## config.mk

```make
export PLATFORM = sky130hd
export DESIGN_NAME = slave_controller
export DESIGN_NICKNAME = d
export VERILOG_FILES = /design/src/serial_slave_pkg.sv /design/src/slave_controller.sv
export SDC_FILE = /design/constraint.sdc
export NUM_CORES = 1
export LEC_CHECK = 0
export BUFFER_PORTS_ARGS = -buffer_cell sky130_fd_sc_hd__buf_2
export CAP_MARGIN = 20
export CORE_AREA = 2 2 67 69
export CTS_BUF_LIST = sky130_fd_sc_hd__clkbuf_16
export DETAILED_ROUTE_END_ITERATION = 6
export DIE_AREA = 0 0 69 71
export GPL_TIMING_DRIVEN = 0
export PLACE_DENSITY = 0.89
export SLEW_MARGIN = 20
export SYNTH_ARGS = -nofsm -noshare
export SYNTH_HDL_FRONTEND = slang
export SYNTH_SLANG_ARGS = --single-unit
export TNS_END_PERCENT = 5
```

## constraint.sdc

```tcl
create_clock -name clk -period 2.3 [get_ports clk]
set_input_delay 0.23 -clock clk [delete_from_list [all_inputs] [get_ports clk]]
set_output_delay 0.23 -clock clk [all_outputs]
set_load 0.005 [all_outputs]
```

## src/serial_slave_pkg.sv

```systemverilog
/*
 Widths and types shared by every block of the bit-serial bus slave.
 Header bits arrive MSB first, so the start field ends up in the top bits.
 The header layout is start | id | rw | burst | addr, and rw = 1 means write.
*/
package serial_slave_pkg;

    localparam int DATA_WIDTH      = 32;
    localparam int ADDR_DEPTH      = 256;
    localparam int ADDR_WIDTH      = $clog2(ADDR_DEPTH);
    localparam int ID_WIDTH        = 2;

    localparam int START_WIDTH     = 3;
    localparam logic [START_WIDTH-1:0] START_PATTERN = 3'b111;

    // start, id, rw, burst and address fields
    localparam int HDR_WIDTH       = START_WIDTH + ID_WIDTH + 2 + ADDR_WIDTH;

    // wide enough to count data bits, which also covers the header
    localparam int BIT_COUNT_WIDTH = $clog2(DATA_WIDTH + 1);

    // the same header word, seen as a shift register or as fields
    typedef union packed {
        logic [HDR_WIDTH-1:0] raw;
        struct packed {
            logic [START_WIDTH-1:0] start;
            logic [ID_WIDTH-1:0]    id;
            logic                   rw;
            logic                   burst;
            logic [ADDR_WIDTH-1:0]  addr;
        } f;
    } header_u;

    // transaction sequencing in slave_controller
    typedef enum logic [1:0] {
        IDLE,
        WRITE,
        READ_FETCH,
        READ_SEND
    } ctrl_state_e;

endpackage

```

## src/slave_controller.sv

```systemverilog
/*
 Sequences one transaction per accepted header. Control is ignored until it ends.
 Writes commit one cycle after word_strobe. Reads fetch on the strobe or done
 cycle and load on the next one.
 Bursts end after the word in which last was seen, single transfers after one word.
*/
`timescale 1ns/100ps

module slave_controller (
    input  logic                                    clk,
    input  logic                                    rstN,
    input  logic                                    hdr_strobe,
    input  serial_slave_pkg::header_u               header,
    input  logic                                    word_strobe,
    input  logic [serial_slave_pkg::DATA_WIDTH-1:0] wr_word,
    input  logic                                    last,
    input  logic                                    done,
    output logic                                    busy,
    output logic                                    capture_en,
    output logic                                    mem_we,
    output logic [serial_slave_pkg::ADDR_WIDTH-1:0] mem_addr,
    output logic [serial_slave_pkg::DATA_WIDTH-1:0] mem_wdata,
    output logic                                    load
);

    serial_slave_pkg::ctrl_state_e                state;
    logic [serial_slave_pkg::ADDR_WIDTH-1:0]      addr;
    logic                                         burst;
    logic                                         last_seen;

    assign busy = (state != serial_slave_pkg::IDLE);
    assign load = (state == serial_slave_pkg::READ_FETCH);

    // the first write bit may follow the header with no gap
    assign capture_en = (state == serial_slave_pkg::WRITE) ||
                        ((state == serial_slave_pkg::IDLE) && hdr_strobe && header.f.rw);

    // a read starts fetching in the strobe cycle itself
    assign mem_addr = hdr_strobe ? header.f.addr : addr;

    always_ff @(posedge clk or negedge rstN) begin
        if (!rstN) begin
            state     <= serial_slave_pkg::IDLE;
            addr      <= '0;
            burst     <= 1'b0;
            last_seen <= 1'b0;
            mem_we    <= 1'b0;
        end else begin
            mem_we <= 1'b0;
            case (state)
                serial_slave_pkg::IDLE: begin
                    last_seen <= 1'b0;
                    if (hdr_strobe) begin
                        addr  <= header.f.addr;
                        burst <= header.f.burst;
                        state <= header.f.rw ? serial_slave_pkg::WRITE
                                             : serial_slave_pkg::READ_FETCH;
                    end
                end
                serial_slave_pkg::WRITE: begin
                    // step only after the committed word left the address
                    if (mem_we) begin
                        addr <= addr + 1'b1;
                    end
                    if (word_strobe) begin
                        mem_we <= 1'b1;
                        // the strobe cycle may already carry a bit of the next word
                        last_seen <= last;
                        if (!burst || last_seen) begin
                            state <= serial_slave_pkg::IDLE;
                        end
                    end else begin
                        last_seen <= last_seen | last;
                    end
                end
                serial_slave_pkg::READ_FETCH: begin
                    // point at the next word so it is fetched while this one is sent
                    addr  <= addr + 1'b1;
                    state <= serial_slave_pkg::READ_SEND;
                end
                serial_slave_pkg::READ_SEND: begin
                    if (done) begin
                        last_seen <= 1'b0;
                        if (!burst || last_seen || last) begin
                            state <= serial_slave_pkg::IDLE;
                        end else begin
                            state <= serial_slave_pkg::READ_FETCH;
                        end
                    end else begin
                        last_seen <= last_seen | last;
                    end
                end
                default: begin
                    state <= serial_slave_pkg::IDLE;
                end
            endcase
        end
    end

    always_ff @(posedge clk) begin
        if (word_strobe) begin
            mem_wdata <= wr_word;
        end
    end

endmodule

```

==> metrics <==
outcome complete, no violations; Mapped Nets 200; fmax 568.4 MHz; Hold Fails Final Rpt 0; CTS resizes 0; switching share of power 32.39%; Synth area leader edfxtp_1; share of the synthesized area in the top cell type 50.00%; # DRC 0; CTS buffer count 5; combinational group share of total power 35.1%; power after layout between 2 and 3 mW; ant diodes 0; unrepaired setup endpoints after global routing false; Slew @ Worst Pin approximately 0.70 ns; switching power just under 1 mW; Place WS ~0.54 ns; TritonCTS Sinks 45; Yosys warning total 0; WL final around 4200 um; Worst Clk Skew 0.005042 ns; synth unique cells 32; 1st-pass router iterations 5; first-pass GRT wire length around 6900 um; Reg2Reg Setup Slack about 0.54 ns; register area approximately 0.0013 sq mm; Filler Cell Count 322; Synth Register Bits 45; worst vdd ir 524.8 uV; count leader, synth edfxtp_1; Starting DRT DRC Count approximately 100; PortBufs just over 90; Leak roughly 1.2 nW; footprint of the multi-input gates about 600 sq um; Clk pwr share about a quarter; Post-Syn Area per Cell 13.93 sq um; netlist area before placement around 0.0019 sq mm; Post-synth EDFFs 32; vias in the first global route about 1,400; Worst Hold Launch wr_word[25]; post-DP HPWL approximately 3300 um; core area 0.004204 sq mm; Top Ports between 90 and 100; hold endpoint mem_wdata[25]; Setup crit end kind register; share of cells above drive strength 1 between 40% and 50%; largest family of logic cells by synthesized area compound AO/OA/AOI/OAI gates; reg2reg path depth 6; leading register cell type out of synthesis edfxtp_1; RD Place Congestion approximately 0.82; TritonCTS clock tree done; Period minus WS final ~1.8 ns; clk root buf clkbuf_16; pwr dens about 1100 mW/mm^2; clock transition at the registers of the reported paths 0.06 ns; nets@finish between 200 and 300; Clock Path Buffers 2; Worst R2R End addr[5]; hold_ws 0.1263 ns; Post-Synth Simple-Gate Area 9.505%; Setup WS post-layout 0.5406 ns; DIE AREA 0.004899 sq mm; initial antenna violation count 0; Worst Path Class, Setup register to register; starting density of the core 45.71%; DIE WIDTH 69 um; Hold Path Class input port to register; register area share after synthesis about two thirds; Wirelength per Cell 14.62 um; Max Slew Vio Count 0; CP required between 2 and 2.5 ns; global route overflow 0; Synth Area in XOR/XNOR 0%; largest net degree at the start of global routing 36; Reg power frac 39.3%; post-synthesis mux area share 5.794%; period utilisation layout between 70% and 80%; Adder-Cell Fraction of Synth Area just under 6%; post-synthesis compound-gate area fraction 10.16%; Die Ht a little over 70 um; Synth Instances between 100 and 150; Max transition margin 53.13%; Critical Path AT 1.90 ns; routed vias 1,459; setup_tns 0 ns; Async SR Flop Fraction between 20 and 30%; Avg Vias per Cell 5.048; top cells by count, synth edfxtp_1, nand2_1, dfrtp_1; R2R Path Start state[0]; area added between synthesis and finish 35.94%; Max Cap Violations 0; H-Tree Depth 2; Total Routing Usage GR 18.14%; final setup violation count 0; hold path cells 1; cell row count 24; start point of the critical path state[0]; Clk Latency, worst-skew pair around 0.28 ns; Post-DRT Antenna Nets 0; internal power just over 2 mW; Area contributors post-synth edfxtp_1, dfrtp_1, ha_1; crit start category register; crit path max fanout 10
==> worst max-delay path, stage by stage (launching register included) <==
cell and delay, ns:
dfrtp_1 0.44, inv_1 0.13, ha_1 0.34, clkbuf_1 0.35
o21ai_0 0.15, a21oi_1 0.17, a21oi_1 0.05
==> flip-flops by register name, indices dropped and copies added, names as in the netlist <==
signal,cells
mem_wdata,32
addr,8
state,2
burst,1
last_seen,1
mem_we,1
==> layout by cell type, fill, tap and decap left out, types with 4 or more instances in the layout <==
master	instances
dfrtp_1	13
clkbuf_16	5
buf_2	91
nand2_1	14
o21ai_0	8
edfxtp_1	32
nand3_1	6
a21oi_1	11
ha_1	9
nand2b_1	4
inv_1	4
mux2_2	9
==> metal layers <==
layer	part of all wire [%]	GRT usage (%)	wire length, um
met2	49	29.81	2050
met1	41	22.89	1726
met5	0	0	0
met4	0.97	5.447	41
met3	9.7	6.268	408
==> metrics by stage <==
stage,std cells,instance area (sq um),utilization (%)
final,289,2613,62.14
after CTS,289,2613,62.14
after floorplan,138,1922,-
after global routing,289,2613,62.14
after global placement,281,2442,58.10
after detailed placement,281,2442,58.10
==> power groups by stage <==
stage | Sequential [mW] | Combinational (mW) | Clock (mW)
finish | 1.18 | 1.05 | 0.767
global route | 1.20 | 1.21 | 0.817
CTS | 1.18 | 1.05 | 0.786
detailed placement | 1.19 | 1.05 | 0
global placement | 1.18 | 1.01 | 0
floorplan | 1.16 | 0.729 | 0
==> layout make-up <==
cell class	instances	share of cell area, %
flip-flops and latches	45	49.23
multi-input cells	85	23.04
plain buffers	4	0.7184
well taps	52	2.490
repair buffers	92	17.82
inverters	4	0.5747
clock buffers	5	4.789
clock inverters	2	1.341
==> cells by family (layout without fill, tap and decap cells) <==
| group | count (synthesis) | in the layout |
|---|---|---|
| flops | 45 | 45 |
| simple gates | 35 | 35 |
| compound gates | 31 | 31 |
| mux | 10 | 10 |
| fa+ha+maj | 9 | 9 |
| buf+inv | 8 | 107 |
==> how the worst max path moves through the flow <==
stage	endpoint	slack, ns	cells after the start
floorplan	addr[5]	0.80	6
global placement	addr[5]	0.57	6
detailed placement	addr[5]	0.54	6
CTS	addr[5]	0.54	6
global route	addr[5]	0.33	6
finish	addr[5]	0.54	6
==> what timing repair did <==
| item | CTS | global route |
|---|---|---|
| endpoints found under the hold margin | 13 | 0 |
| hold buffers | 1 | 0 |
| buffers inserted | 0 | 0 |
Power figures use the tool's default switching activity.
