==> src/serial_slave_pkg.sv <==
/*
 Widths and types shared by every block of the bit-serial bus slave.
 Header bits arrive MSB first, so the start field ends up in the top bits.
 The header layout is start | id | rw | burst | addr, and rw = 1 means write.
*/
package serial_slave_pkg;

    localparam int DATA_WIDTH      = 32;
    localparam int ADDR_DEPTH      = 256;
    localparam int ADDR_WIDTH      = $clog2(ADDR_DEPTH);
    localparam int ID_WIDTH        = 2;

    localparam int START_WIDTH     = 3;
    localparam logic [START_WIDTH-1:0] START_PATTERN = 3'b111;

    // start, id, rw, burst and address fields
    localparam int HDR_WIDTH       = START_WIDTH + ID_WIDTH + 2 + ADDR_WIDTH;

    // wide enough to count data bits, which also covers the header
    localparam int BIT_COUNT_WIDTH = $clog2(DATA_WIDTH + 1);

    // the same header word, seen as a shift register or as fields
    typedef union packed {
        logic [HDR_WIDTH-1:0] raw;
        struct packed {
            logic [START_WIDTH-1:0] start;
            logic [ID_WIDTH-1:0]    id;
            logic                   rw;
            logic                   burst;
            logic [ADDR_WIDTH-1:0]  addr;
        } f;
    } header_u;

    // transaction sequencing in slave_controller
    typedef enum logic [1:0] {
        IDLE,
        WRITE,
        READ_FETCH,
        READ_SEND
    } ctrl_state_e;

endpackage

==> src/write_deserializer.sv <==
/*
 Collects write data from wD, one bit per cycle with valid high.
 Gaps in valid are allowed, and the count restarts whenever capture_en is low.
 word_strobe pulses the cycle after the last bit, with the word stable.
*/
`timescale 1ns/100ps

module write_deserializer (
    input  logic                                    clk,
    input  logic                                    rstN,
    input  logic                                    wD,
    input  logic                                    valid,
    input  logic                                    capture_en,
    output logic                                    word_strobe,
    output logic [serial_slave_pkg::DATA_WIDTH-1:0] word
);

    logic [serial_slave_pkg::BIT_COUNT_WIDTH-1:0] bit_cnt;
    logic                                         take_bit;
    logic                                         last_bit;

    assign take_bit = capture_en && valid;
    assign last_bit = (bit_cnt == serial_slave_pkg::DATA_WIDTH - 1);

    always_ff @(posedge clk or negedge rstN) begin
        if (!rstN) begin
            bit_cnt     <= '0;
            word_strobe <= 1'b0;
        end else begin
            word_strobe <= 1'b0;
            if (!capture_en) begin
                bit_cnt <= '0;
            end else if (valid) begin
                if (last_bit) begin
                    bit_cnt     <= '0;
                    word_strobe <= 1'b1;
                end else begin
                    bit_cnt <= bit_cnt + 1'b1;
                end
            end
        end
    end

    // MSB first, so older bits move up
    always_ff @(posedge clk) begin
        if (take_bit) begin
            word <= {word[serial_slave_pkg::DATA_WIDTH-2:0], wD};
        end
    end

endmodule

==> config.mk <==
export PLATFORM = sky130hd
export DESIGN_NAME = write_deserializer
export DESIGN_NICKNAME = d
export VERILOG_FILES = /design/src/serial_slave_pkg.sv /design/src/write_deserializer.sv
export SDC_FILE = /design/constraint.sdc
export NUM_CORES = 1
export LEC_CHECK = 0
export BUFFER_PORTS_ARGS = -buffer_cell sky130_fd_sc_hd__buf_2
export CAP_MARGIN = 0
export CORE_MARGIN = 2
export CORE_UTILIZATION = 40
export DETAILED_ROUTE_END_ITERATION = 10
export PLACE_DENSITY = 0.66
export SYNTH_ARGS = -nofsm -noshare
export SYNTH_HDL_FRONTEND = slang
export SYNTH_SLANG_ARGS = --single-unit
export TNS_END_PERCENT = 100
==> constraint.sdc <==
create_clock -name clk -period 1.5 [get_ports clk]
set_clock_uncertainty 0.1 [all_clocks]
set_input_delay 0.15 -clock clk [delete_from_list [all_inputs] [get_ports clk]]
set_output_delay 0.15 -clock clk [all_outputs]
set_load 0.005 [all_outputs]
==> reports/summary.txt, run 1 <==
status: completed
Slew Viols, Final: 0
routability cong.: 0.7411
Synth Area in XOR/XNOR: 0.01310
nets@finish: 119
Synth Flop Type: edfxtp_1
clock share of power: 0.332
drt via density: 4.494
placement row count: 20
syn nets: 74
min cycle time layout: 1236 ps
max cap viols: 0
largest family of logic cells by synthesized area: simple AND/OR/NAND/NOR gates
post-synthesis mux area share: 0.01497
worst-path maximum fanout: 4
Synth cell types: 19
placed cells: 148
Synthesis Warnings: 0
internal power: 0.001595 W
worst-skew pair later-pin latency: 330 ps
fin crit share: 0.8240
met1 Usage GRT: 0.1446
setup tns final: 0 ps
GR peak layer: met2
Logic pwr share: 0.045
met2 track demand over resource: 0.1669
simple-gate share of the synthesized area: 0.08793
adder-cell area share of the yosys netlist: 0.009355
drt wl/cell: 12.75 µm
Seq pwr share: 0.623
# clock sinks: 39
DRT iter0 DRCs: 17
crit start category: flop
Total GRT Usage: 0.1162
RSZ-0062 raised after global routing: no
Synth Instances: 68
worst setup path category: flop to flop
worst slack at placement: 282.5 ps
GR Overflow Total: 0
actual slew at the worst max-slew pin: 230.4 ps
Worst Slack Setup Final: 264.0 ps
# IOs: 38
Yosys top cell by area: edfxtp_1
Via Count: 710
largest net degree at the start of global routing: 33
Post-CTS Setup Bufs: 0
top-area cell type share of the netlist area: 0.7184
first-pass GRT wire length: 2.973 mm
vias in the first global route: 646
post-route antenna net violation count: 0
Num CTS Buffers: 5
P_sw: 0.0003805 W
Synth-to-Final Area Change: 25.82%
CP required: 1620 ps
DIE AREA: 3822 µm²
critical path's slowest cell: dfrtp_1
share of cells above drive strength 1: 0.4298
Max clock buf depth: 2
CTS tree: done
CTS root buffer: clkbuf_4
Cell Chain, Critical Path: ha_1 > nand2_1 > nor3_2 > o22ai_1
# diodes: 0
syn avg cell area: 19.67 µm²
number of antenna violations at the first check in global routing: 0
H-tree depth: 2
hold path cells: 2
Worst Hold Class: input pin to flop
global routing met3 resource utilization: 0.06832
P per Cell Area: 1174 nW/µm²
sequential-to-total area share from yosys stat: 0.8494
Finished Layout Cells: 158
Post-synth EDFFs: 32
Data arrival, critical path: 1350 ps
core region area: 3128 µm²
Placed Area: 1587 µm²
Sw Ratio: 0.1925
post-route cell area: 1683 µm²
Worst R2R Path Depth: 4
Synth async-reset ratio: 0.1795
Max-Slew Margin vs Limit: 0.8455
#FFs+latches synth: 39
drt total wl: 2.014 mm
CTS clk-pin slew, worst paths: 110 ps
Max Clock Freq: 809.0 MHz
Worst setup EP type: flop
synthesized area: 1338 µm²
Initial Util: 0.4276
Slowest Stage Delay on Critical Path: 400 ps
Max VDD drop: 671.8 µV
post-synthesis compound-gate area fraction: 0.01590
IO buf count: 37
ranking of synthesized cells by area: edfxtp_1, dfrtp_1, nand2_1, and2_1, mux2i_1
Setup Viol. Count Final: 0
LEAKAGE: 0.6686 nW
Post-DP HPWL: 1.425 mm
drc violations: 0
Pre-Repair DR Iteration Count: 3
Die Height: 61.83 µm
Die X-Extent: 61.83 µm
Final Hold Violating Endpoints: 0
total power: 0.001976 W
## stage by stage
stage,util,hold WS (ps)
2_1_floorplan,-,-245.6
3_3_place_gp,0.5072,-104.4
3_5_place_dp,0.5072,-103.8
4_1_cts,0.5380,8.113
5_1_grt,0.5380,16.32
6_report,0.5380,31.00
## synth_stat cells (all sizes together) (2+ instances only)
cell,n
and2,4
buf,2
dfrtp,7
edfxtp,32
mux2i,2
nand2,7
nand4,2
xnor2,2
## flip-flops by register name, summed over array words and instances (netlist names)
register     flops
bit_cnt          6
word_strobe      1
word            32
## per-layer routing
layer  vias up  part of all wire
li1        345                 -
met2        34              0.44
met1       331              0.48
met4         0                 0
met5         -                 0
met3         0             0.080
## cell usage in the layout, fill, tap and decap left out
master         instances
buf_2                 37
edfxtp_1              32
nand2_1                7
dfrtp_1                7
clkbuf_4               5
and2_1                 3
nand4_1                2
xnor2_1                2
mux2i_1                2
dlygate4sd3_1          2
and2_2                 1
nor3_2                 1
and3_4                 1
or2_1                  1
nand4b_1               1
o221ai_2               1
nor2b_1                1
nand3b_1               1
o22ai_1                1
nor2_1                 1
ha_1                   1
bufinv_16              1
clkinv_1               1
clkinv_2               1
buf_12                 1
## final cells by class
class	instances	area, µm²
Clock inverter	3	38.79
Fill cell	251	1445
Multi-Input combinational cell	27	190.2
Sequential cell	39	1136
Timing Repair Buffer	40	225.2
Tap cell	44	55.05
Clock buffer	5	37.54
## power by group through the flow
stage                     sequential, W  combinational (W)  clock (W)
after global routing            0.00124          0.0000999   0.000721
after CTS                       0.00123          0.0000905   0.000681
final                           0.00123          0.0000884   0.000657
after floorplan                 0.00126          0.0000326          0
after global placement          0.00125          0.0000850          0
after detailed placement        0.00126          0.0000867          0
## kinds of logic after synthesis
logic type / Yosys count
muxes: 2
adders and majority gates: 1
and+or+nand+nor: 20
DFF: 39
AOI/OAI and AO/OA: 2
buffers and inverters: 2
xor gates and xnor gates: 2
## timing repair
item / in CTS / in global routing
hold buffers: 2 / 0
hold endpoints to repair: 8 / 0
resized for setup: 0 / 0
## critical path, delay by kind of cell, from the launching register on
family / cells / cell delay (ps)
fa+ha+maj: 1 / 230
simple gates: 2 / 270
compound gates: 1 / 130
flops: 1 / 400
## worst paths after layout
kind                                        start                endpoint  slack, ps
min in group asynchronous                    rstN  bit_cnt[1]$_DFFE_PN0P_         70
max                        bit_cnt[0]$_DFFE_PN0P_  bit_cnt[0]$_DFFE_PN0P_        260
max in group asynchronous                    rstN  bit_cnt[4]$_DFFE_PN0P_       1070
max reg2reg                bit_cnt[0]$_DFFE_PN0P_  bit_cnt[0]$_DFFE_PN0P_        260
min                                         valid  bit_cnt[0]$_DFFE_PN0P_         30
min reg2reg                    word[22]$_DFFE_PP_      word[23]$_DFFE_PP_        350
(Power assumes the default switching activity.)
==> inputs of run 2 (changes only) <==
Clock period 1.5 ns to 1.2 ns, I/O delays scaled along.
==> reports/summary.txt, run 2 (synthesis results as in run 1) <==
status: finished with violations
failing checks: negative setup slack
core region area: 3128 µm² (unchanged)
worst slack at placement: -50.69 ps (-333.2 ps)
P per Cell Area: 1414 nW/µm² (+20%)
CTS tree: done
Pre-Repair DR Iteration Count: 4 (+1)
largest net degree at the start of global routing: 18 (-45%)
Die Height: 61.83 µm (unchanged)
post-route antenna net violation count: 0 (unchanged)
max reg flops: 32 (unchanged)
GR Overflow Total: 0 (unchanged)
R2R Path End: bit_cnt[3]$_DFFE_PN0P_
Num CTS Buffers: 5 (unchanged)
CTS root buffer: clkbuf_4
crit start category: flop
min cycle time layout: 1247 ps (+10.74 ps)
Finished Layout Cells: 164 (+3.8%)
Setup Viol. Count Final: 5 (+5)
Worst Hold Class: input pin to async pin
Cell Chain, Critical Path: ha_4 > nand2_4 > nor3_4 > o221ai_2
metal2 WL: 967 µm (+9.9%)
share of cells above drive strength 1: 0.4833 (+0.05351)
fin crit share: 1.039 (+0.2150)
# diodes: 0 (unchanged)
CTS clk-pin slew, worst paths: 110 ps (about the same)
Die X-Extent: 61.83 µm (unchanged)
worst-skew pair later-pin latency: 330 ps (about the same)
LEAKAGE: 0.7207 nW (+7.8%)
Final Hold Violating Endpoints: 0 (unchanged)
Max clock buf depth: 2 (unchanged)
setup tns final: -138.5 ps (-138.5 ps)
IO buf count: 37 (unchanged)
drt wl/cell: 13.45 µm (+5.5%)
number of antenna violations at the first check in global routing: 0 (unchanged)
Synth-to-Final Area Change: 32.93%
placed cells: 151 (+2.0%)
worst setup path category: flop to flop
max cap viols: 0 (unchanged)
# clock sinks: 39 (unchanged)
largest registers: word: 32 flops, bit_cnt: 6 flops, word_strobe: 1 flops
drt total wl: 2.206 mm (+9.5%)
hold_ws: 36.38 ps (+5.372 ps)
CP required: 1320 ps (-300 ps)
DIE AREA: 3822 µm² (unchanged)
drt via density: 4.616 (+2.7%)
placement row count: 20 (unchanged)
actual slew at the worst max-slew pin: 212.7 ps (-17.77 ps)
Max-Slew Margin vs Limit: 0.8578 (+0.01223)
RSZ-0062 raised after global routing: yes
critical path's slowest cell: dfrtp_1
Worst R2R Path Depth: 4 (unchanged)
Via Count: 757 (+6.6%)
R2R Setup Slk: -50 ps (-310 ps)
first-pass GRT wire length: 3.263 mm (+9.8%)
Most flops, register: word
Initial Util: 0.4276 (unchanged)
Slowest Stage Delay on Critical Path: 440 ps (+40 ps)
drc violations: 0 (unchanged)
Max Clock Freq: 802.1 MHz (-0.86%)
# IOs: 38 (unchanged)
H-tree depth: 2 (unchanged)
worst-path maximum fanout: 4 (unchanged)
routability cong.: 0.7460 (+0.66%)
Slew Viols, Final: 0 (unchanged)
R2R Path Start: bit_cnt[1]$_DFFE_PN0P_
Total GRT Usage: 0.1254 (+0.009212)
nets@finish: 125 (+5.0%)
commonest non-fill, non-tap cell in the layout: buf_2
DRT iter0 DRCs: 10 (-7)
metal3 WL: 173 µm (+7.5%)
Post-DP HPWL: 1.474 mm (+3.5%)
most frequent cells in the layout: buf_2, edfxtp_1, dfrtp_1, nand2_1, clkbuf_4
Worst setup EP type: flop
vias in the first global route: 692 (+7.1%)
Data arrival, critical path: 1370 ps (+20 ps)
uppermost routed layer: met4
Worst Slack Setup Final: -46.77 ps (-310.7 ps)
Max VDD drop: 752.9 µV (+12%)
M1 wire length: 1.048 mm (+7.8%)
-- run 2: changes by cell type in the layout (fill, tap and decap cells not counted), sizes merged --
cell / previous run / this run
buf: 38 / 44
-- run 2: cell type report --
class                      instances  area (µm²)
clock buffer                       5       37.54
clock inverter                     3       38.79
fill                             275        1350
multi-input combinational         27       224.0
sequential                        39        1136
tap                               44       55.05
timing repair buffer              46       286.5
-- run 2: worst max path at each step --
stage,startpoint,end,slack (ps),cells after the start
floorplan,bit_cnt[0]$_DFFE_PN0P_,bit_cnt[4]$_DFFE_PN0P_,70,4
global placement,bit_cnt[0]$_DFFE_PN0P_,bit_cnt[0]$_DFFE_PN0P_,30,4
detailed placement,bit_cnt[0]$_DFFE_PN0P_,bit_cnt[0]$_DFFE_PN0P_,-50,4
CTS,bit_cnt[1]$_DFFE_PN0P_,bit_cnt[0]$_DFFE_PN0P_,-3,4
global route,bit_cnt[1]$_DFFE_PN0P_,word_strobe$_DFF_PN0_,-110,4
finish,bit_cnt[1]$_DFFE_PN0P_,bit_cnt[3]$_DFFE_PN0P_,-50,4
-- run 2: stage by stage --
stage	total power, W	area (µm²)	utilization
2_1_floorplan	0.001613	1340	-
3_3_place_gp	0.001687	1623	0.5188
3_5_place_dp	0.001691	1623	0.5188
4_1_cts	0.002537	1735	0.5548
5_1_grt	0.002641	1778	0.5684
6_report	0.002514	1778	0.5684
-- run 2: metal layers --
metal  vias to the layer above  GRT usage
li1                        356          -
met1                       364     0.1752
met2                        35     0.1774
met3                         2    0.05797
met4                         0    0.03647
met5                         -          0
-- run 2: worst max-delay path, delay by kind of cell (launching register included) --
| family | cells | cell delay [ps] |
|---|---|---|
| AOI/OAI and AO/OA | 1 | 120 |
| DFF | 1 | 440 |
| and+or+nand+nor | 2 | 280 |
| adders and majority gates | 1 | 190 |
-- run 2: where the power goes --
group	switching [W]	leakage (nW)	internal, W	total, W
Combinational	0.0000690	0.281	0.0000767	0.000146
Sequential	0.0000268	0.397	0.00152	0.00154
Clock	0.000397	0.0426	0.000428	0.000826
-- run 2: timing repair --
item	CTS	global route
endpoints found under the hold margin	8	0
cloned	0	0
pin swaps	0	7
endpoints found under the setup margin	4	6
hold buffers	2	0
gates resized for setup	2	5
buffers inserted	1	2
