### src/serial_slave_pkg.sv
/*
 Widths and types shared by every block of the bit-serial bus slave.
 Header bits arrive MSB first, so the start field ends up in the top bits.
 The header layout is start | id | rw | burst | addr, and rw = 1 means write.
*/
package serial_slave_pkg;

    localparam int DATA_WIDTH      = 32;
    localparam int ADDR_DEPTH      = 256;
    localparam int ADDR_WIDTH      = $clog2(ADDR_DEPTH);
    localparam int ID_WIDTH        = 2;

    localparam int START_WIDTH     = 3;
    localparam logic [START_WIDTH-1:0] START_PATTERN = 3'b111;

    // start, id, rw, burst and address fields
    localparam int HDR_WIDTH       = START_WIDTH + ID_WIDTH + 2 + ADDR_WIDTH;

    // wide enough to count data bits, which also covers the header
    localparam int BIT_COUNT_WIDTH = $clog2(DATA_WIDTH + 1);

    // the same header word, seen as a shift register or as fields
    typedef union packed {
        logic [HDR_WIDTH-1:0] raw;
        struct packed {
            logic [START_WIDTH-1:0] start;
            logic [ID_WIDTH-1:0]    id;
            logic                   rw;
            logic                   burst;
            logic [ADDR_WIDTH-1:0]  addr;
        } f;
    } header_u;

    // transaction sequencing in slave_controller
    typedef enum logic [1:0] {
        IDLE,
        WRITE,
        READ_FETCH,
        READ_SEND
    } ctrl_state_e;

endpackage

### src/read_serializer.sv
/*
 Shifts a loaded word out on rD, MSB first, one bit per cycle.
 ready is high for exactly DATA_WIDTH cycles, and done marks the last one.
 The stream cannot be paused. A load while sending restarts with the new word.
*/
`timescale 1ns/100ps

module read_serializer (
    input  logic                                    clk,
    input  logic                                    rstN,
    input  logic                                    load,
    input  logic [serial_slave_pkg::DATA_WIDTH-1:0] word,
    output logic                                    rD,
    output logic                                    ready,
    output logic                                    done
);

    logic [serial_slave_pkg::DATA_WIDTH-1:0]      shift_q;
    logic [serial_slave_pkg::BIT_COUNT_WIDTH-1:0] bit_cnt;

    assign rD   = shift_q[serial_slave_pkg::DATA_WIDTH-1];
    assign done = ready && (bit_cnt == serial_slave_pkg::DATA_WIDTH - 1);

    always_ff @(posedge clk or negedge rstN) begin
        if (!rstN) begin
            // keeps rD low out of reset
            shift_q <= '0;
            bit_cnt <= '0;
            ready   <= 1'b0;
        end else if (load) begin
            shift_q <= word;
            bit_cnt <= '0;
            ready   <= 1'b1;
        end else if (ready) begin
            // zeros fill in behind, so rD settles low after the word
            shift_q <= {shift_q[serial_slave_pkg::DATA_WIDTH-2:0], 1'b0};
            if (done) begin
                bit_cnt <= '0;
                ready   <= 1'b0;
            end else begin
                bit_cnt <= bit_cnt + 1'b1;
            end
        end
    end

endmodule

### config.mk
export PLATFORM = sky130hd
export DESIGN_NAME = read_serializer
export DESIGN_NICKNAME = d
export VERILOG_FILES = /design/src/serial_slave_pkg.sv /design/src/read_serializer.sv
export SDC_FILE = /design/constraint.sdc
export NUM_CORES = 1
export LEC_CHECK = 0
export ABC_AREA = 1
export BUFFER_PORTS_ARGS = -buffer_cell sky130_fd_sc_hd__clkbuf_2
export CAP_MARGIN = 10
export CORE_MARGIN = 2
export CORE_UTILIZATION = 40
export CTS_BUF_LIST = sky130_fd_sc_hd__clkbuf_4 sky130_fd_sc_hd__clkbuf_8
export CTS_CLUSTER_DIAMETER = 200
export DETAILED_ROUTE_END_ITERATION = 6
export REMOVE_ABC_BUFFERS = 1
export SLEW_MARGIN = 40
export SYNTH_ARGS = -nofsm -noshare
export SYNTH_HDL_FRONTEND = slang
export SYNTH_SLANG_ARGS = --single-unit
### constraint.sdc
create_clock -name clk -period 1.5 [get_ports clk]
set_input_delay 0.3 -clock clk [delete_from_list [all_inputs] [get_ports clk]]
set_output_delay 0.3 -clock clk [all_outputs]
set_load 0.02 [all_outputs]
==> metrics.cfg, run 1 <==
[run_status]
status = complete, but fails checks
violations = setup timing

[yosys]
yosys.area_share.simple = 0.123
netlist_instances = 190
synth_fa_ha_area_frac = 0.00633
avgSynthCellArea_um2 = 10.4
synth.distinct_cells = 22
ys_ff_latch = 39
synth_top_family_by_area = compound AO/OA/AOI/OAI gates
synth_mux_area_frac = 0
syn_area_um2 = 1980
synth-xor-area-share = 0.00443
seq_area_frac_synth = 0.493
yosys_warnings = 0
synth_compound_area_frac = 0.251

[flow_run]
max_cap_viol_count = 0

[floorplanning]
initial_core_util = 0.416
dieArea_um2 = 5520
coreArea_um2 = 4750
die_w_um = 74.3
rows = 25
num_io_pins = 38
die_h_um = 74.3

[setup_path]
required_ns = 1.20
critPathCaptureType = output port
cp-start-kind = flip-flop
critPathArrivalTime_ns = 1.32
cp_max_fo = 3
crit_type = reg -> out

[clocking]
cts-root-buf = clkbuf_8
insertion_delay_ns = 0.29
cts_tree = built
clkTransAtPathRegs_ns = 0.08
clock_sinks = 39
cts_buffer_depth = 2
cts_buffers = 5
cts_max_level = 2

[cells_and_area]
instances_no_fill = 305
antenna_cells = 0
nets = 273
final_cell_mix = nand2_1 (44), dfrtp_1 (39), inv_1 (38)
final_common_cell = nand2_1
drive_gt1_frac = 0.412
syn2layout_area_growth_pct = 22.5
final_core_util = 0.509

[power_and_ir_drop]
p_sw_frac = 0.252
intPower_w = 0.00164
power_switching_w = 0.000553
power.leakage_nw = 1.18
combPwrFrac = 0.153
vdd_ir_drop_max_mv = 0.427
pwr-share-clk = 0.320
power_density_nw_per_um2 = 905
power_frac_seq = 0.527

[placed_design]
pre_cts_ws_ns = 0.0571
gp_congestion = 0.825
dp_hpwl_mm = 2.49
placed_cells = 290
port_buffers = 37

[timing]
period_share = 1.08
whs_ns = 0.218
tightest_slew_ns = 0.359
tns_ns = -0.235
slew_headroom = 0.761
fin_crit_ns = 1.62
setup_ws_ns = -0.117
maxSlewViolCount = 0
clock_skew_ns = 0.00790
max_freq_mhz = 619
grt_setup_unrepaired = yes
hold_viol = 0
setup_violations = 3

[route]
wl_per_cell_um = 12.1
dr.pass1.iters = 4
dr_total_vias = 1420
ant_nets = 0
drtIter0Drc = 55
drc = 0
wl_mm = 3.70
via_per_inst = 4.66

[global_route]
antenna_found_initial = 0
grt_max_degree = 40
grt_remaining_overflow = 0
use_met2 = 0.245
met1_usage = 0.201
grt_busiest_layer = met2
grt_use_met3 = 0.0447
grt_pass1_vias = 1449
grt_first_pass_wirelength_mm = 6.44
gr-usage-all-layers = 0.154

[hold_path]
hold_class = in -> reg

power by group through the flow:
stage	clock [W]	combinational, W	sequential [W]
2_1_floorplan	0	0.000203	0.00117
3_3_place_gp	0	0.000326	0.00117
3_5_place_dp	0	0.000332	0.00118
4_1_cts	0.000739	0.000341	0.00115
5_1_grt	0.000770	0.000378	0.00116
6_report	0.000702	0.000335	0.00115
logic make-up after synthesis:
logic type	count (synthesis)
XOR/XNOR	1
AND/OR/NAND/NOR	59
buffers and inverters	51
AO/OA/AOI/OAI	39
flip-flops	39
adder cells (fa/ha/maj)	1
synthesized netlist by cell type (all sizes together):
cell    count  area [um^2]
buf         7         72.6
ha          1         12.5
o221ai     30          444
a21oi       4         20.0
xor2        1         8.76
o211ai      1         12.5
dfrtp      39          976
o21ai       4         20.0
nand3       4         20.0
inv        41          156
nand2      47          186
clkbuf      3         11.3
nor2        7         31.3
nand4       1         6.26
critical path, cell delays in order (launching register included):
cell and delay [ns]:
dfrtp_1 0.37, ha_2 0.21, nand2_4 0.06, nor2_4 0.10
nand3_2 0.09, inv_2 0.09, buf_8 0.11
worst paths after layout:
| kind | from | slack [ns] | cells past startpoint | end |
|---|---|---|---|---|
| max reg2reg | bit_cnt[0] | -0.07 | 10 | bit_cnt[5] |
| min in group asynchronous | rstN | 0.52 | 3 | bit_cnt[5] |
| min | word[17] | 0.22 | 3 | shift_q[17] |
| max | bit_cnt[0] | -0.12 | 6 | done |
| min reg2reg | shift_q[31] | 0.53 | 2 | shift_q[31] |
| max in group asynchronous | rstN | 0.78 | 3 | shift_q[26] |
registers in the layout, indices dropped and copies added (netlist names):
| signal | flops |
|---|---|
| bit_cnt | 6 |
| ready | 1 |
| shift_q | 32 |
area by class of cell:
class | count | area [um^2]
tap | 67 | 83.8
timing repair buffer | 50 | 333
sequential | 39 | 976
inverter | 41 | 156
clock inverter | 1 | 5.00
fill | 466 | 2330
multi-input combinational | 100 | 785
clock buffer | 7 | 83.8
through the flow:
stage | cell area, um^2 | total power [W]
after global routing | 2420 | 0.00231
after CTS | 2410 | 0.00223
final | 2420 | 0.00219
after global placement | 2250 | 0.00150
after floorplan | 1890 | 0.00138
after detailed placement | 2250 | 0.00151
per-layer routing:
| metal | up-vias | share of wire |
|---|---|---|
| met2 | 33 | 0.48 |
| met1 | 657 | 0.45 |
| li1 | 725 | - |
| met4 | 0 | 0.013 |
| met3 | 5 | 0.061 |
| met5 | - | 0 |
repair_timing:
item / in CTS / in global routing
pin swaps: 2 / 2
hold buffers: 1 / 0
setup endpoints to repair: 1 / 3
buffers inserted: 6 / 0
endpoints found under the hold margin: 39 / 0
gates resized for setup: 7 / 3
(Power assumes the default switching activity.)
==> inputs of run 2 (changes only) <==
Settings changed: ABC_AREA 1 to 0, PLACE_DENSITY_LB_ADDON set to 0.12.
==> run 2 against run 1 <==
The run now ends clean. Synthesized area fell by 8.5%. First-iteration DRC count shrank 49%. Final cell count fell by 13%. Sequential power barely moved. Clock power down 6.8%. Critical path type unchanged. Largest power group unchanged.
==> metrics.cfg, run 2 <==
[yosys]
synth_top_area_share = 0.539  ; +0.0461
ys_ff_latch = 39  ; unchanged
synth_area_leaders = dfrtp_1 (54%), mux2i_1 (18%), o21ai_0 (8.9%), nand2_1 (6.6%), buf_4 (1.7%)
synth_common_cells = dfrtp_1 (39), mux2i_1 (32), nand2_1 (32), o21ai_0 (32), clkbuf_1 (6)
synth_mux_area_frac = 0.177  ; +0.177
yosysMostFrequentCell = dfrtp_1
seq_area_frac_synth = 0.539  ; +0.0461
synth_fa_ha_area_frac = 0.00692  ; +0.000591
yosys_warnings = 0  ; unchanged
synth_compound_area_frac = 0.112  ; -0.139
syn_area_um2 = 1810  ; -8.5%
synth_edf_count = 0  ; unchanged
synth-xor-area-share = 0.0194  ; +0.0149
netlist_instances = 168  ; -12%
async_flop_share = 1.00  ; unchanged
synth_top_family_by_area = multiplexers
ys.flop_type = dfrtp_1
synth.distinct_cells = 22  ; unchanged
yosys.area_share.simple = 0.102  ; -0.0210
avgSynthCellArea_um2 = 10.8  ; +3.4%
synth_top_area_cell = dfrtp_1

[floorplanning]
rows = 24  ; -4.0%
die_h_um = 71.3  ; -4.1%
num_io_pins = 38  ; unchanged
coreArea_um2 = 4350  ; -8.4%
initial_core_util = 0.416  ; -0.000535
die_w_um = 71.3  ; -4.1%
dieArea_um2 = 5080  ; -8.1%

[power_and_ir_drop]
vdd_ir_drop_max_mv = 0.560  ; +31%
power_density_nw_per_um2 = 941  ; +4.0%
power.leakage_nw = 1.23  ; +4.1%

[cells_and_area]
drive_gt1_frac = 0.296  ; -0.116
final_common_cell = dfrtp_1
fillCellCount = 409  ; -12%
multi_input_area_um2 = 776  ; -1.1%
largest_reg_flops = 32  ; unchanged
seq_area_um2 = 977  ; +0.13%
largest-register = shift_q
final_cell_mix = dfrtp_1 (38), clkbuf_2 (36), mux2i_1 (32), o21ai_0 (32), nand2_1 (31)
final_core_util = 0.507  ; -0.00287
syn2layout_area_growth_pct = 21.9
antenna_cells = 0  ; unchanged
largestRegisters = shift_q: 32 flops, bit_cnt: 6 flops, ready: 1 flops
nets = 250  ; -8.4%

[setup_path]
crit_type = reg -> out
required_ns = 1.20  ; about the same
crit_start = bit_cnt[1]
cp-start-kind = flip-flop
cp_max_fo = 3  ; unchanged
critPathArrivalTime_ns = 1.18  ; -0.14 ns
critPathCaptureType = output port
r2r_start = bit_cnt[1]

[global_route]
grt_first_pass_wirelength_mm = 5.84  ; -9.2%
grt_pass1_vias = 1321  ; -8.8%
met1_usage = 0.180  ; -0.0217
grt_busiest_layer = met2
gr-usage-all-layers = 0.148  ; -0.00669
grt_use_met3 = 0.0506  ; +0.00592
grt_max_degree = 44  ; +10%
use_met2 = 0.244  ; -0.00121
grt_remaining_overflow = 0  ; unchanged
antenna_found_initial = 0  ; unchanged

[timing]
clock_skew_ns = 0.00390  ; -0.00400 ns
tightest_slew_ns = 0.499  ; +0.141 ns
whs_ns = 0.218  ; -0.0000230 ns
period_share = 0.989  ; -0.0885
hold_viol = 0  ; unchanged
maxSlewViolCount = 0  ; unchanged
grt_setup_unrepaired = yes
fin_crit_ns = 1.48  ; -0.133 ns
setup_violations = 0  ; -3
slew_headroom = 0.667  ; -0.0938
max_freq_mhz = 674  ; +8.9%

[route]
drtIter0Drc = 28  ; -49%
ant_nets = 0  ; unchanged
wl_mm = 3.32  ; -10%
wl_per_cell_um = 12.5  ; +3.2%
dr_total_vias = 1316  ; -7.3%
drc = 0  ; unchanged
via_per_inst = 4.97  ; +6.7%
dr.pass1.iters = 4  ; unchanged

[clocking]
cts_buffer_depth = 2  ; unchanged
cts_buffers = 5  ; unchanged
cts_tree = built
clkTransAtPathRegs_ns = 0.07  ; about the same
cts_max_level = 2  ; unchanged
cts-root-buf = clkbuf_8
clock_sinks = 39  ; unchanged
insertion_delay_ns = 0.28  ; about the same

[hold_path]
hold_class = in -> reg
hold_start = word[4]

[run_status]
status = completed

[placed_design]
gp_congestion = 0.721  ; -13%
dp_hpwl_mm = 2.39  ; -3.8%
port_buffers = 37  ; unchanged

[flow_run]
max_cap_viol_count = 0  ; unchanged

run 2: metal layers:
layer,part of all wire,vias up
li1,-,670
met1,0.44,612
met2,0.48,28
met3,0.056,6
met4,0.016,0
met5,0,-
run 2: worst paths after layout:
path | to | slack, ns | depth (start not counted)
max | done | 0.02 | 4
min | shift_q[4] | 0.22 | 3
max reg2reg | bit_cnt[5] | 0.07 | 5
min reg2reg | shift_q[0] | 0.53 | 1
max in group asynchronous | shift_q[7] | 0.50 | 3
min in group asynchronous | shift_q[28] | 0.51 | 2
run 2: critical path, stage by stage, from the launching register on:
cell and delay (ns):
dfrtp_1 0.35, ha_2 0.20, nand2_2 0.07, nor3_4 0.14, buf_6 0.14
run 2: timing repair:
action | in CTS | in global routing
resized for setup | 4 | 4
hold buffers | 1 | 0
endpoints found under the hold margin | 17 | 0
setup endpoints to repair | 1 | 2
buffers inserted | 3 | 0
pin swaps | 2 | 0
run 2: area by class of cell:
cell class | instances | area share
clock buffers | 6 | 0.0346
multi-input cells | 117 | 0.352
flip-flops and latches | 39 | 0.443
well taps | 52 | 0.0295
repair buffers | 51 | 0.141
run 2: kinds of logic (layout without fill, tap and decap cells):
logic type | count (synthesis) | in the layout
buffers and inverters | 12 | 57
AO/OA/AOI/OAI | 37 | 37
AND/OR/NAND/NOR | 43 | 43
adder cells (fa/ha/maj) | 1 | 1
flip-flops | 39 | 39
XOR/XNOR | 4 | 4
multiplexers | 32 | 32
run 2: per-stage QoR:
| step | setup slack [ns] | TNS (ns) | cell area (um^2) | cells | power [W] |
|---|---|---|---|---|---|
| after detailed placement | 0.126 | 0 | 2070 | 255 | 0.00143 |
| after CTS | -0.0434 | -0.0434 | 2190 | 265 | 0.00211 |
| after global placement | 0.169 | 0 | 2070 | 255 | 0.00142 |
| after global routing | -0.0819 | -0.111 | 2210 | 265 | 0.00220 |
| after floorplan | -1.17 | -20.32 | 1730 | 156 | 0.00129 |
| final | 0.0160 | 0 | 2210 | 265 | 0.00208 |
run 2: report_power, final:
part	leakage [nW]	total [W]	switching [W]	internal, W
Combinational	0.707	0.000241	0.000120	0.000121
Sequential	0.480	0.00118	0.0000450	0.00114
Clock	0.0406	0.000654	0.000326	0.000328
