## config.mk

```make
export PLATFORM = sky130hd
export DESIGN_NAME = header_receiver
export DESIGN_NICKNAME = d
export VERILOG_FILES = /design/src/serial_slave_pkg.sv /design/src/header_receiver.sv
export SDC_FILE = /design/constraint.sdc
export NUM_CORES = 1
export LEC_CHECK = 0
export BUFFER_PORTS_ARGS = -buffer_cell sky130_fd_sc_hd__buf_4
export CORE_ASPECT_RATIO = 0.8
export CORE_MARGIN = 1
export CORE_UTILIZATION = 46
export DETAILED_ROUTE_END_ITERATION = 16
export PLACE_DENSITY = 0.72
export SETUP_SLACK_MARGIN = 0.1
export SYNTH_ARGS = -nofsm -noshare
export SYNTH_HDL_FRONTEND = slang
export SYNTH_SLANG_ARGS = --single-unit
```

## constraint.sdc

```tcl
create_clock -name clk -period 1.2 [get_ports clk]
set_clock_uncertainty 0.05 [all_clocks]
set_input_delay 0.12 -clock clk [delete_from_list [all_inputs] [get_ports clk]]
set_output_delay 0.12 -clock clk [all_outputs]
set_load 0.05 [all_outputs]
```

## src/serial_slave_pkg.sv

```systemverilog
/*
 Widths and types shared by every block of the bit-serial bus slave.
 Header bits arrive MSB first, so the start field ends up in the top bits.
 The header layout is start | id | rw | burst | addr, and rw = 1 means write.
*/
package serial_slave_pkg;

    localparam int DATA_WIDTH      = 32;
    localparam int ADDR_DEPTH      = 256;
    localparam int ADDR_WIDTH      = $clog2(ADDR_DEPTH);
    localparam int ID_WIDTH        = 2;

    localparam int START_WIDTH     = 3;
    localparam logic [START_WIDTH-1:0] START_PATTERN = 3'b111;

    // start, id, rw, burst and address fields
    localparam int HDR_WIDTH       = START_WIDTH + ID_WIDTH + 2 + ADDR_WIDTH;

    // wide enough to count data bits, which also covers the header
    localparam int BIT_COUNT_WIDTH = $clog2(DATA_WIDTH + 1);

    // the same header word, seen as a shift register or as fields
    typedef union packed {
        logic [HDR_WIDTH-1:0] raw;
        struct packed {
            logic [START_WIDTH-1:0] start;
            logic [ID_WIDTH-1:0]    id;
            logic                   rw;
            logic                   burst;
            logic [ADDR_WIDTH-1:0]  addr;
        } f;
    } header_u;

    // transaction sequencing in slave_controller
    typedef enum logic [1:0] {
        IDLE,
        WRITE,
        READ_FETCH,
        READ_SEND
    } ctrl_state_e;

endpackage

```

## src/header_receiver.sv

```systemverilog
/*
 Frames a serial header on control, starting at the first high bit seen
 while the slave is not busy.
 hdr_strobe pulses one cycle after the last header bit, and only when both
 the start code and the id match. Other headers are dropped silently.
*/
`timescale 1ns/100ps

module header_receiver #(
    parameter logic [serial_slave_pkg::ID_WIDTH-1:0] SLAVE_ID = 1
) (
    input  logic                      clk,
    input  logic                      rstN,
    input  logic                      control,
    input  logic                      busy,
    output logic                      hdr_strobe,
    output serial_slave_pkg::header_u header
);

    logic                                         framing;
    logic [serial_slave_pkg::BIT_COUNT_WIDTH-1:0] bit_cnt;
    logic                                         start_hdr;
    logic                                         last_sample;
    logic                                         hdr_match;
    serial_slave_pkg::header_u                    next_hdr;

    // a new header can only begin while the controller is idle
    assign start_hdr   = !framing && !busy && control;
    assign last_sample = framing && (bit_cnt == serial_slave_pkg::HDR_WIDTH - 1);

    always_comb begin
        next_hdr.raw = {header.raw[serial_slave_pkg::HDR_WIDTH-2:0], control};
    end

    // compare on the word as it will look after the final shift
    assign hdr_match = (next_hdr.f.start == serial_slave_pkg::START_PATTERN) &&
                       (next_hdr.f.id == SLAVE_ID);

    always_ff @(posedge clk or negedge rstN) begin
        if (!rstN) begin
            framing    <= 1'b0;
            bit_cnt    <= '0;
            hdr_strobe <= 1'b0;
        end else begin
            hdr_strobe <= 1'b0;
            if (start_hdr) begin
                framing <= 1'b1;
                bit_cnt <= bit_cnt + 1'b1;
            end else if (last_sample) begin
                framing    <= 1'b0;
                bit_cnt    <= '0;
                hdr_strobe <= hdr_match;
            end else if (framing) begin
                bit_cnt <= bit_cnt + 1'b1;
            end
        end
    end

    // bits enter at the LSB, so the first one ends up in the start field
    always_ff @(posedge clk) begin
        if (start_hdr || framing) begin
            header <= next_hdr;
        end
    end

endmodule

```

==> results of run 1 <==
-- flip-flops by register name, indices dropped and copies added (netlist names) --
register    count
header         15
bit_cnt         6
framing         1
hdr_strobe      1
-- per-layer routing --
metal  vias up  share of wire  global-route usage
met5         -              0                   0
met4         0          0.016              0.0324
met3         8          0.058              0.0769
met2        27           0.49               0.276
met1       316           0.44               0.241
li1        305              -                   -
-- synth_stat cells --
library cell	number
edfxtp_1	15
dfrtp_1	8
inv_1	4
nor2b_1	3
a21oi_1	2
and3_1	2
ha_1	2
nand2_1	2
nand3_1	2
nor2_1	2
o2111ai_1	2
o21ai_0	2
o31ai_1	2
a31o_2	1
a31oi_1	1
and4b_1	1
mux2i_1	1
nand2b_1	1
nand3b_2	1
nand4_1	1
nor3_1	1
nor3_4	1
o21ai_1	1
xnor2_1	1
-- logic make-up after synthesis --
group,count (synthesis),share of synthesized area
flip-flops,23,0.728
AND/OR/NAND/NOR,17,0.125
AO/OA/AOI/OAI,11,0.0812
buffers and inverters,4,0.0168
adder cells (fa/ha/maj),2,0.0280
XOR/XNOR,1,0.00981
multiplexers,1,0.0112
-- how the worst max path moves through the flow --
stage | from | endpoint | slack (ns)
after detailed placement | bit_cnt[0]$_DFFE_PN0P_ | hdr_strobe$_DFF_PN0_ | -0.04
final | bit_cnt[0]$_DFFE_PN0P_ | hdr_strobe$_DFF_PN0_ | -0.06
after CTS | bit_cnt[0]$_DFFE_PN0P_ | hdr_strobe$_DFF_PN0_ | -0.06
after floorplan | header[11]$_DFFE_PP_ | hdr_strobe$_DFF_PN0_ | -0.01
after global routing | bit_cnt[0]$_DFFE_PN0P_ | bit_cnt[0]$_DFFE_PN0P_ | -0.16
after global placement | bit_cnt[0]$_DFFE_PN0P_ | hdr_strobe$_DFF_PN0_ | 0.007
-- worst reg2reg max path, cell delays in order (launching register included) --
cell	delay (ns)
dfrtp_1	0.41
inv_2	0.08
ha_4	0.14
nand3b_4	0.09
nor3_4	0.25
and3_1	0.20
-- stage by stage --
| step | hold WS (ns) | TNS [ns] | setup slack (ns) | std cells |
|---|---|---|---|---|
| final | 0.0916 | -0.332 | -0.0632 | 122 |
| after global routing | 0.0979 | -0.869 | -0.162 | 122 |
| after CTS | 0.0949 | -0.208 | -0.0630 | 117 |
| after detailed placement | -0.102 | -0.123 | -0.0441 | 106 |
| after global placement | -0.104 | 0 | 0.00715 | 106 |
| after floorplan | -0.226 | -0.0127 | -0.0127 | 59 |
-- what timing repair did --
action / in CTS / in global routing
pin swaps: 4 / 1
endpoints found under the hold margin: 9 / 0
resized for setup: 11 / 17
buffers inserted: 5 / 6
setup endpoints to repair: 29 / 38
hold buffers: 2 / 0
cloned: 0 / 0
-- layout make-up --
cell class                 instances  area (µm²)
sequential                        23         653
inverter                           4        17.5
clock buffer                       4        26.3
timing repair buffer              37         343
multi-input combinational         32         270
fill                             111         387
tap                               22        27.5
==> impl_metrics.env, run 1 <==
export IMPL_status="complete, but fails checks"
export IMPL_violations="setup timing"
export IMPL_place_congestion=0.787
export IMPL_io_pins=20
export IMPL_cp_top_family="simple AND/OR/NAND/NOR gates"
export IMPL_cp_arrival_ns=1.47
export IMPL_io_buffers=19
export IMPL_yosysTopAreaCell="edfxtp_1"
export IMPL_antenna_found_initial=0
export IMPL_drtIter0Drc=11
export IMPL_syn_avg_cell_area_um2=15.1
export IMPL_critPathMaxFanout=6
export IMPL_via_per_inst=5.38
export IMPL_drive_gt1_frac=0.490
export IMPL_grt_max_degree=16
export IMPL_min_path_type="in -> async"
export IMPL_clock_fmax_mhz=792
export IMPL_final_common_cell="buf_4"
export IMPL_critical_path_depth=5
export IMPL_synth_seq_cells=23
export IMPL_start_kind="flip-flop"
export IMPL_root_buffer="clkbuf_4"
export IMPL_drc=0
export IMPL_ys_types=24
export IMPL_grt_util_all_layers=0.180
export IMPL_mostFrequentLayoutCells="buf_4 (19), buf_6 (16), edfxtp_1 (15), dfrtp_1 (6)"
export IMPL_dpl_hpwl_um=1100
export IMPL_ff2ff_path_depth=5
export IMPL_wire_per_inst_um=15.5
export IMPL_crit_type="reg -> reg"
export IMPL_crit_slowest_cell="dfrtp_1"
export IMPL_grt_pass1_vias=616
export IMPL_min_period_ns=1.26
export IMPL_first_pass_iters=4
export IMPL_cts_buffer_depth=2
export IMPL_setup_viol=8
export IMPL_r2r_end="hdr_strobe$_DFF_PN0_"
export IMPL_rsz0062_at_grt="true"
export IMPL_die_w_um=51.3
export IMPL_vias=656
export IMPL_post_route_util=0.776
export IMPL_worst_pin_slew_ns=0.294
export IMPL_cts_buffers=3
export IMPL_worst_ep_required_time_ns=1.41
export IMPL_layout_setup_ws_ns=-0.0632
export IMPL_overflow=0
export IMPL_syn_nets=65
export IMPL_cts_tree="built"
export IMPL_synthCells=59
export IMPL_yosysSeqAreaShare=0.728
export IMPL_start_util=0.518
export IMPL_core_area_mm2=0.00172
export IMPL_maxSlewViolCount=0
export IMPL_dpl_instance_area_mm2=0.00111
export IMPL_worst_path_buf_inv=1
export IMPL_r2r_setup_slack_ns=-0.06
export IMPL_worst_setup_path_end_kind="flip-flop"
export IMPL_totalWireLength_um=1890
export IMPL_clkSinkCount=23
export IMPL_htree_levels=1
export IMPL_timing_rr_start="bit_cnt[0]$_DFFE_PN0P_"
export IMPL_dieHeight_um=41.4
export IMPL_maxSlewHeadroom=0.803
export IMPL_hold_violations=0
export IMPL_insertedDiodeCount=0
export IMPL_ant_nets=0
export IMPL_slowest_delay_ns=0.41
export IMPL_min_period_over_period=1.05
export IMPL_synthToLayoutAreaGrowth_pct=49.7
export IMPL_dieArea_mm2=0.00212
export IMPL_yosys_area_top_type_share=0.504
export IMPL_ys_warnings_count=0
export IMPL_cp_cell_sequence="inv_2 -> ha_4 -> nand3b_4 -> nor3_4 -> and3_1"
export IMPL_drv_cap=0
export IMPL_final_area_mm2=0.00134
export IMPL_grt_pass1_wl_um=2790
export IMPL_synth_area_leaders="edfxtp_1 (50%), dfrtp_1 (22%), ha_1 (2.8%)"
export IMPL_fin_nets=107
export IMPL_rows=13
export IMPL_synth_cell_area_um2=893
export IMPL_clkTransAtPathRegs_ns=0.12
export IMPL_insertion_delay_ns=0.31
Power of run 1 is left out: the tool's default activity adds up to more than one toggle a clock period on the data nets, which glitch-free logic cannot reach.
==> run 2, diff against run 1 <==
- BUFFER_PORTS_ARGS: -buffer_cell sky130_fd_sc_hd__buf_4 -> default
- CORE_UTILIZATION: 46 -> 53
- DONT_BUFFER_PORTS: default -> 1
- PLACE_DENSITY: 0.72 -> 0.71
==> run 2 against run 1 <==
Net effect: sequential share of layout area up 0.14 points; wire length up 38%; non-clock buffer count down 2; largest cell class unchanged; design area about the same; global-route usage up 9.9 points; via count up 8.4%; maximum frequency down 6.3%; the run still ends with setup timing left; worst hold slack worse by 0.014 ns.
==> impl_metrics.env, run 2 (synthesis gave the netlist of run 1 again) <==
export IMPL_status="complete, but fails checks"
export IMPL_violations="setup timing"
export IMPL_reg_largest_list="header (15), bit_cnt (6)"
export IMPL_min_period_ns=1.35
export IMPL_antenna_found_initial=0
export IMPL_drive_gt1_frac=0.510
export IMPL_timing_rr_start="bit_cnt[0]$_DFFE_PN0P_"
export IMPL_grt_most_used_layer="met2"
export IMPL_crit_end="bit_cnt[2]$_DFFE_PN0P_"
export IMPL_largest_register_ffs=15
export IMPL_drc=0
export IMPL_largest_register="header"
export IMPL_grt_max_degree=16
export IMPL_crit_type="reg -> reg"
export IMPL_rsz0062_at_grt="true"
export IMPL_clkSinkCount=23
export IMPL_htree_levels=1
export IMPL_dieHeight_um=38.7
export IMPL_grt_pass1_vias=609
export IMPL_min_path_type="in -> async"
export IMPL_grt_pass1_wl_um=3110
export IMPL_layout_setup_ws_ns=-0.148
export IMPL_cts_buffers=3
export IMPL_critPathMaxFanout=5
export IMPL_maxSlewHeadroom=0.700
export IMPL_slowest_delay_ns=0.38
export IMPL_use_met3=0.0748
export IMPL_via_per_inst=5.97
export IMPL_worst_setup_path_end_kind="flip-flop"
export IMPL_drtIter0Drc=27
export IMPL_use_met1=0.327
export IMPL_die_w_um=47.9
export IMPL_drv_cap=0
export IMPL_cts_tree="built"
export IMPL_ff2ff_path_depth=5
export IMPL_worst_ep_required_time_ns=1.39
export IMPL_root_buffer="clkbuf_4"
export IMPL_hold_violations=0
export IMPL_r2r_end="bit_cnt[2]$_DFFE_PN0P_"
export IMPL_insertedDiodeCount=0
export IMPL_ant_nets=0
export IMPL_grt_util_all_layers=0.278
export IMPL_grtUsageMet2=0.446
export IMPL_place_congestion=0.833
export IMPL_clkTransAtPathRegs_ns=0.12
export IMPL_min_period_over_period=1.12
export IMPL_core_area_mm2=0.00147
export IMPL_mostFrequentLayoutCells="buf_6 (16), buf_4 (16), edfxtp_1 (15), dfrtp_1 (5)"
export IMPL_dieArea_mm2=0.00185
export IMPL_final_area_mm2=0.00134
export IMPL_io_buffers=0
export IMPL_fin_nets=105
export IMPL_r2r_setup_slack_ns=-0.15
export IMPL_first_pass_iters=4
export IMPL_start_util=0.607
export IMPL_rows=12
export IMPL_insertion_delay_ns=0.32
export IMPL_dpl_hpwl_um=1290
export IMPL_overflow=0
export IMPL_start_kind="flip-flop"
export IMPL_io_pins=20
export IMPL_maxSlewViolCount=0
export IMPL_totalWireLength_um=2600
export IMPL_dpl_instance_area_mm2=0.00108
export IMPL_dp_cells=99
export IMPL_synthToLayoutAreaGrowth_pct=49.6
export IMPL_cp_cell_sequence="buf_4 -> ha_1 -> nor2b_1 -> o21ai_0 -> a21oi_1"
export IMPL_cp_arrival_ns=1.54
export IMPL_cts_buffer_depth=2
export IMPL_wire_per_inst_um=21.8
export IMPL_worst_pin_slew_ns=0.451
export IMPL_vias=711
export IMPL_final_cells=119
export IMPL_clock_fmax_mhz=742
export IMPL_setup_viol=23
export IMPL_crit_start="bit_cnt[0]$_DFFE_PN0P_"
export IMPL_crit_slowest_cell="dfrtp_1"
==> run 2: critical path: cells and delay by family (launching register included) <==
kind | cells | cell delay, ns
flip-flops | 1 | 0.38
AO/OA/AOI/OAI | 2 | 0.32
adder cells (fa/ha/maj) | 1 | 0.21
AND/OR/NAND/NOR | 1 | 0.17
buffers and inverters | 1 | 0.16
==> run 2: cell type report <==
cell class	instances	area, µm²
clock inverters	1	5.00
multi-input cells	32	273
well taps	21	26.3
inverters	4	15.0
flip-flops and latches	23	654
clock buffers	3	22.5
fillers	54	135
repair buffers	35	340
==> run 2: layer usage <==
layer | routed length, µm | vias up
met2 | 1370 | 57
met4 | 134 | 0
met1 | 847 | 336
met3 | 243 | 18
li1 | - | 300
met5 | 0 | -
==> run 2: metrics by stage <==
stage | util | hold slack (ns) | TNS (ns) | worst slack [ns]
finish | 0.908 | 0.0773 | -1.20 | -0.148
global route | 0.908 | 0.0951 | -2.19 | -0.343
CTS | 0.836 | 0.0145 | -0.598 | -0.104
detailed placement | 0.732 | -0.225 | -0.454 | -0.104
global placement | 0.732 | -0.225 | 0 | 0.00346
floorplan | - | -0.226 | -0.0127 | -0.0127
==> run 2: what timing repair did <==
action	4_1_cts	5_1_grt
resized for setup	13	14
pin swaps	5	4
hold endpoints to repair	9	0
setup buffers	7	7
hold buffers	2	0
setup endpoints to repair	36	39
==> run 2: worst min-delay path by stage <==
stage          startpoint                endpoint  slack, ns
2_1_floorplan        rstN  bit_cnt[0]$_DFFE_PN0P_      -0.23
3_3_place_gp         rstN  bit_cnt[2]$_DFFE_PN0P_      -0.23
3_5_place_dp         rstN  bit_cnt[2]$_DFFE_PN0P_      -0.23
4_1_cts              busy     framing$_DFFE_PN0P_       0.01
5_1_grt              rstN  bit_cnt[5]$_DFFE_PN0P_        0.1
6_report             rstN    hdr_strobe$_DFF_PN0_       0.08
Power of run 2 is left out for the same reason.
==> run 3, diff against run 2 <==
- CORE_ASPECT_RATIO: 0.8 -> default
==> run 3 against run 2 <==
Net effect: the run still ends with setup timing left; worst setup slack better by 0.040 ns; non-clock buffer count down 4; register-to-register slack better by 0.04 ns; worst hold slack got worse by 0.016 ns; wire length is 20% lower; utilization is 6.5 points lower; critical path depth is the same; highest routed layer unchanged.
==> impl_metrics.env, run 3 (synthesis gave the netlist of run 1 again) <==
export IMPL_core_area_mm2=0.00154
export IMPL_violations="setup timing"
export IMPL_layout_setup_ws_ns=-0.107
export IMPL_rsz0062_at_grt="true"
export IMPL_hold_violations=0
export IMPL_start_util=0.580
export IMPL_largest_register="header"
export IMPL_ant_nets=0
export IMPL_dp_cells=95
export IMPL_status="complete, but fails checks"
export IMPL_clkTransAtPathRegs_ns=0.12
export IMPL_min_period_over_period=1.09
export IMPL_r2r_setup_slack_ns=-0.11
export IMPL_first_pass_iters=4
export IMPL_largest_register_ffs=15
export IMPL_fin_tns_setup_ns=-0.526
export IMPL_root_buffer="clkbuf_4"
export IMPL_die_w_um=43.1
export IMPL_synthToLayoutAreaGrowth_pct=45.5
export IMPL_worst_ep_required_time_ns=1.42
export IMPL_drc=0
export IMPL_min_path_type="in -> reg"
export IMPL_timing_rr_start="bit_cnt[0]$_DFFE_PN0P_"
export IMPL_rows=14
export IMPL_hold_path_depth=3
export IMPL_fillerInstances=82
export IMPL_io_buffers=0
export IMPL_final_common_cell="buf_6"
export IMPL_ff2ff_path_depth=5
export IMPL_maxSlewHeadroom=0.702
export IMPL_wire_per_inst_um=18.9
export IMPL_insertedDiodeCount=0
export IMPL_cp_arrival_ns=1.53
export IMPL_multiInputGateArea_um2=270
export IMPL_hp_start="busy"
export IMPL_io_pins=20
export IMPL_fin_nets=101
export IMPL_place_ws_ns=-0.0548
export IMPL_seq_area_um2=654
export IMPL_antenna_found_initial=0
export IMPL_grt_pass1_wl_um=2940
export IMPL_dpl_hpwl_um=1190
export IMPL_drive_gt1_frac=0.479
export IMPL_totalWireLength_um=2080
export IMPL_maxSlewViolCount=0
export IMPL_grt_pass1_vias=618
export IMPL_final_cells=110
export IMPL_mostFrequentLayoutCells="buf_6 (16), edfxtp_1 (15), buf_4 (12), dfrtp_1 (5)"
export IMPL_htree_levels=1
export IMPL_setup_viol=9
export IMPL_overflow=0
export IMPL_insertion_delay_ns=0.32
export IMPL_cts_buffer_depth=2
export IMPL_min_period_ns=1.31
export IMPL_critPathMaxFanout=6
export IMPL_vias=653
export IMPL_cts_buffers=3
export IMPL_via_per_inst=5.94
export IMPL_drtIter0Drc=36
export IMPL_grt_max_degree=15
export IMPL_drv_cap=0
export IMPL_start_kind="flip-flop"
export IMPL_place_congestion=0.755
export IMPL_clock_fmax_mhz=765
export IMPL_crit_type="reg -> reg"
export IMPL_grt_util_all_layers=0.230
export IMPL_worst_pin_slew_ns=0.448
export IMPL_clkSinkCount=23
export IMPL_worst_setup_path_end_kind="flip-flop"
export IMPL_dieArea_mm2=0.00185
export IMPL_reg_largest_list="header (15), bit_cnt (6)"
export IMPL_r2r_end="hdr_strobe$_DFF_PN0_"
export IMPL_cts_tree="built"
export IMPL_min_to="framing$_DFFE_PN0P_"
export IMPL_dieHeight_um=43.1
==> run 3: routing by layer <==
metal / vias to the layer above / wire length, µm / global-route usage
li1: 292 / - / -
met1: 326 / 833 / 0.270
met2: 30 / 1080 / 0.388
met3: 5 / 116 / 0.0383
met4: 0 / 52 / 0.145
met5: - / 0 / 0
==> run 3: how the worst max path moves through the flow <==
stage                           start                   end  slack, ns  depth (start not counted)
2_1_floorplan    header[11]$_DFFE_PP_  hdr_strobe$_DFF_PN0_      -0.01                          2
3_3_place_gp   bit_cnt[1]$_DFFE_PN0P_  hdr_strobe$_DFF_PN0_      -0.02                          4
3_5_place_dp   bit_cnt[0]$_DFFE_PN0P_  hdr_strobe$_DFF_PN0_      -0.05                          5
4_1_cts        bit_cnt[0]$_DFFE_PN0P_  hdr_strobe$_DFF_PN0_      -0.08                          5
5_1_grt        bit_cnt[0]$_DFFE_PN0P_  hdr_strobe$_DFF_PN0_      -0.13                          5
6_report       bit_cnt[0]$_DFFE_PN0P_  hdr_strobe$_DFF_PN0_      -0.11                          5
==> run 3: repair_timing <==
item	in CTS	in global routing
pin swaps	3	3
gates resized for setup	18	8
hold endpoints to repair	9	0
setup buffers	7	2
setup endpoints to repair	38	39
gates cloned	0	0
hold buffers	2	0
==> run 3: final cells by class <==
| class | count | area share |
|---|---|---|
| sequential | 23 | 0.503 |
| timing repair buffer | 31 | 0.239 |
| multi-input combinational | 32 | 0.208 |
| clock buffer | 3 | 0.0173 |
| tap | 16 | 0.0154 |
| inverter | 4 | 0.0115 |
| clock inverter | 1 | 0.00577 |
==> run 3: worst max-delay path, cell delays in order (launching register included) <==
cell and delay [ns]:
dfrtp_1 0.43, inv_2 0.10, ha_4 0.14, nand3b_4 0.09, nor3_4 0.25, and3_1 0.20
==> run 3: stage by stage <==
stage | utilization | area, µm² | hold slack [ns]
3_3_place_gp | 0.700 | 1080 | -0.225
2_1_floorplan | - | 896 | -0.226
4_1_cts | 0.813 | 1250 | 0.0499
6_report | 0.843 | 1300 | 0.0611
5_1_grt | 0.843 | 1300 | 0.0936
3_5_place_dp | 0.700 | 1080 | -0.225
Power of run 3 is left out for the same reason.
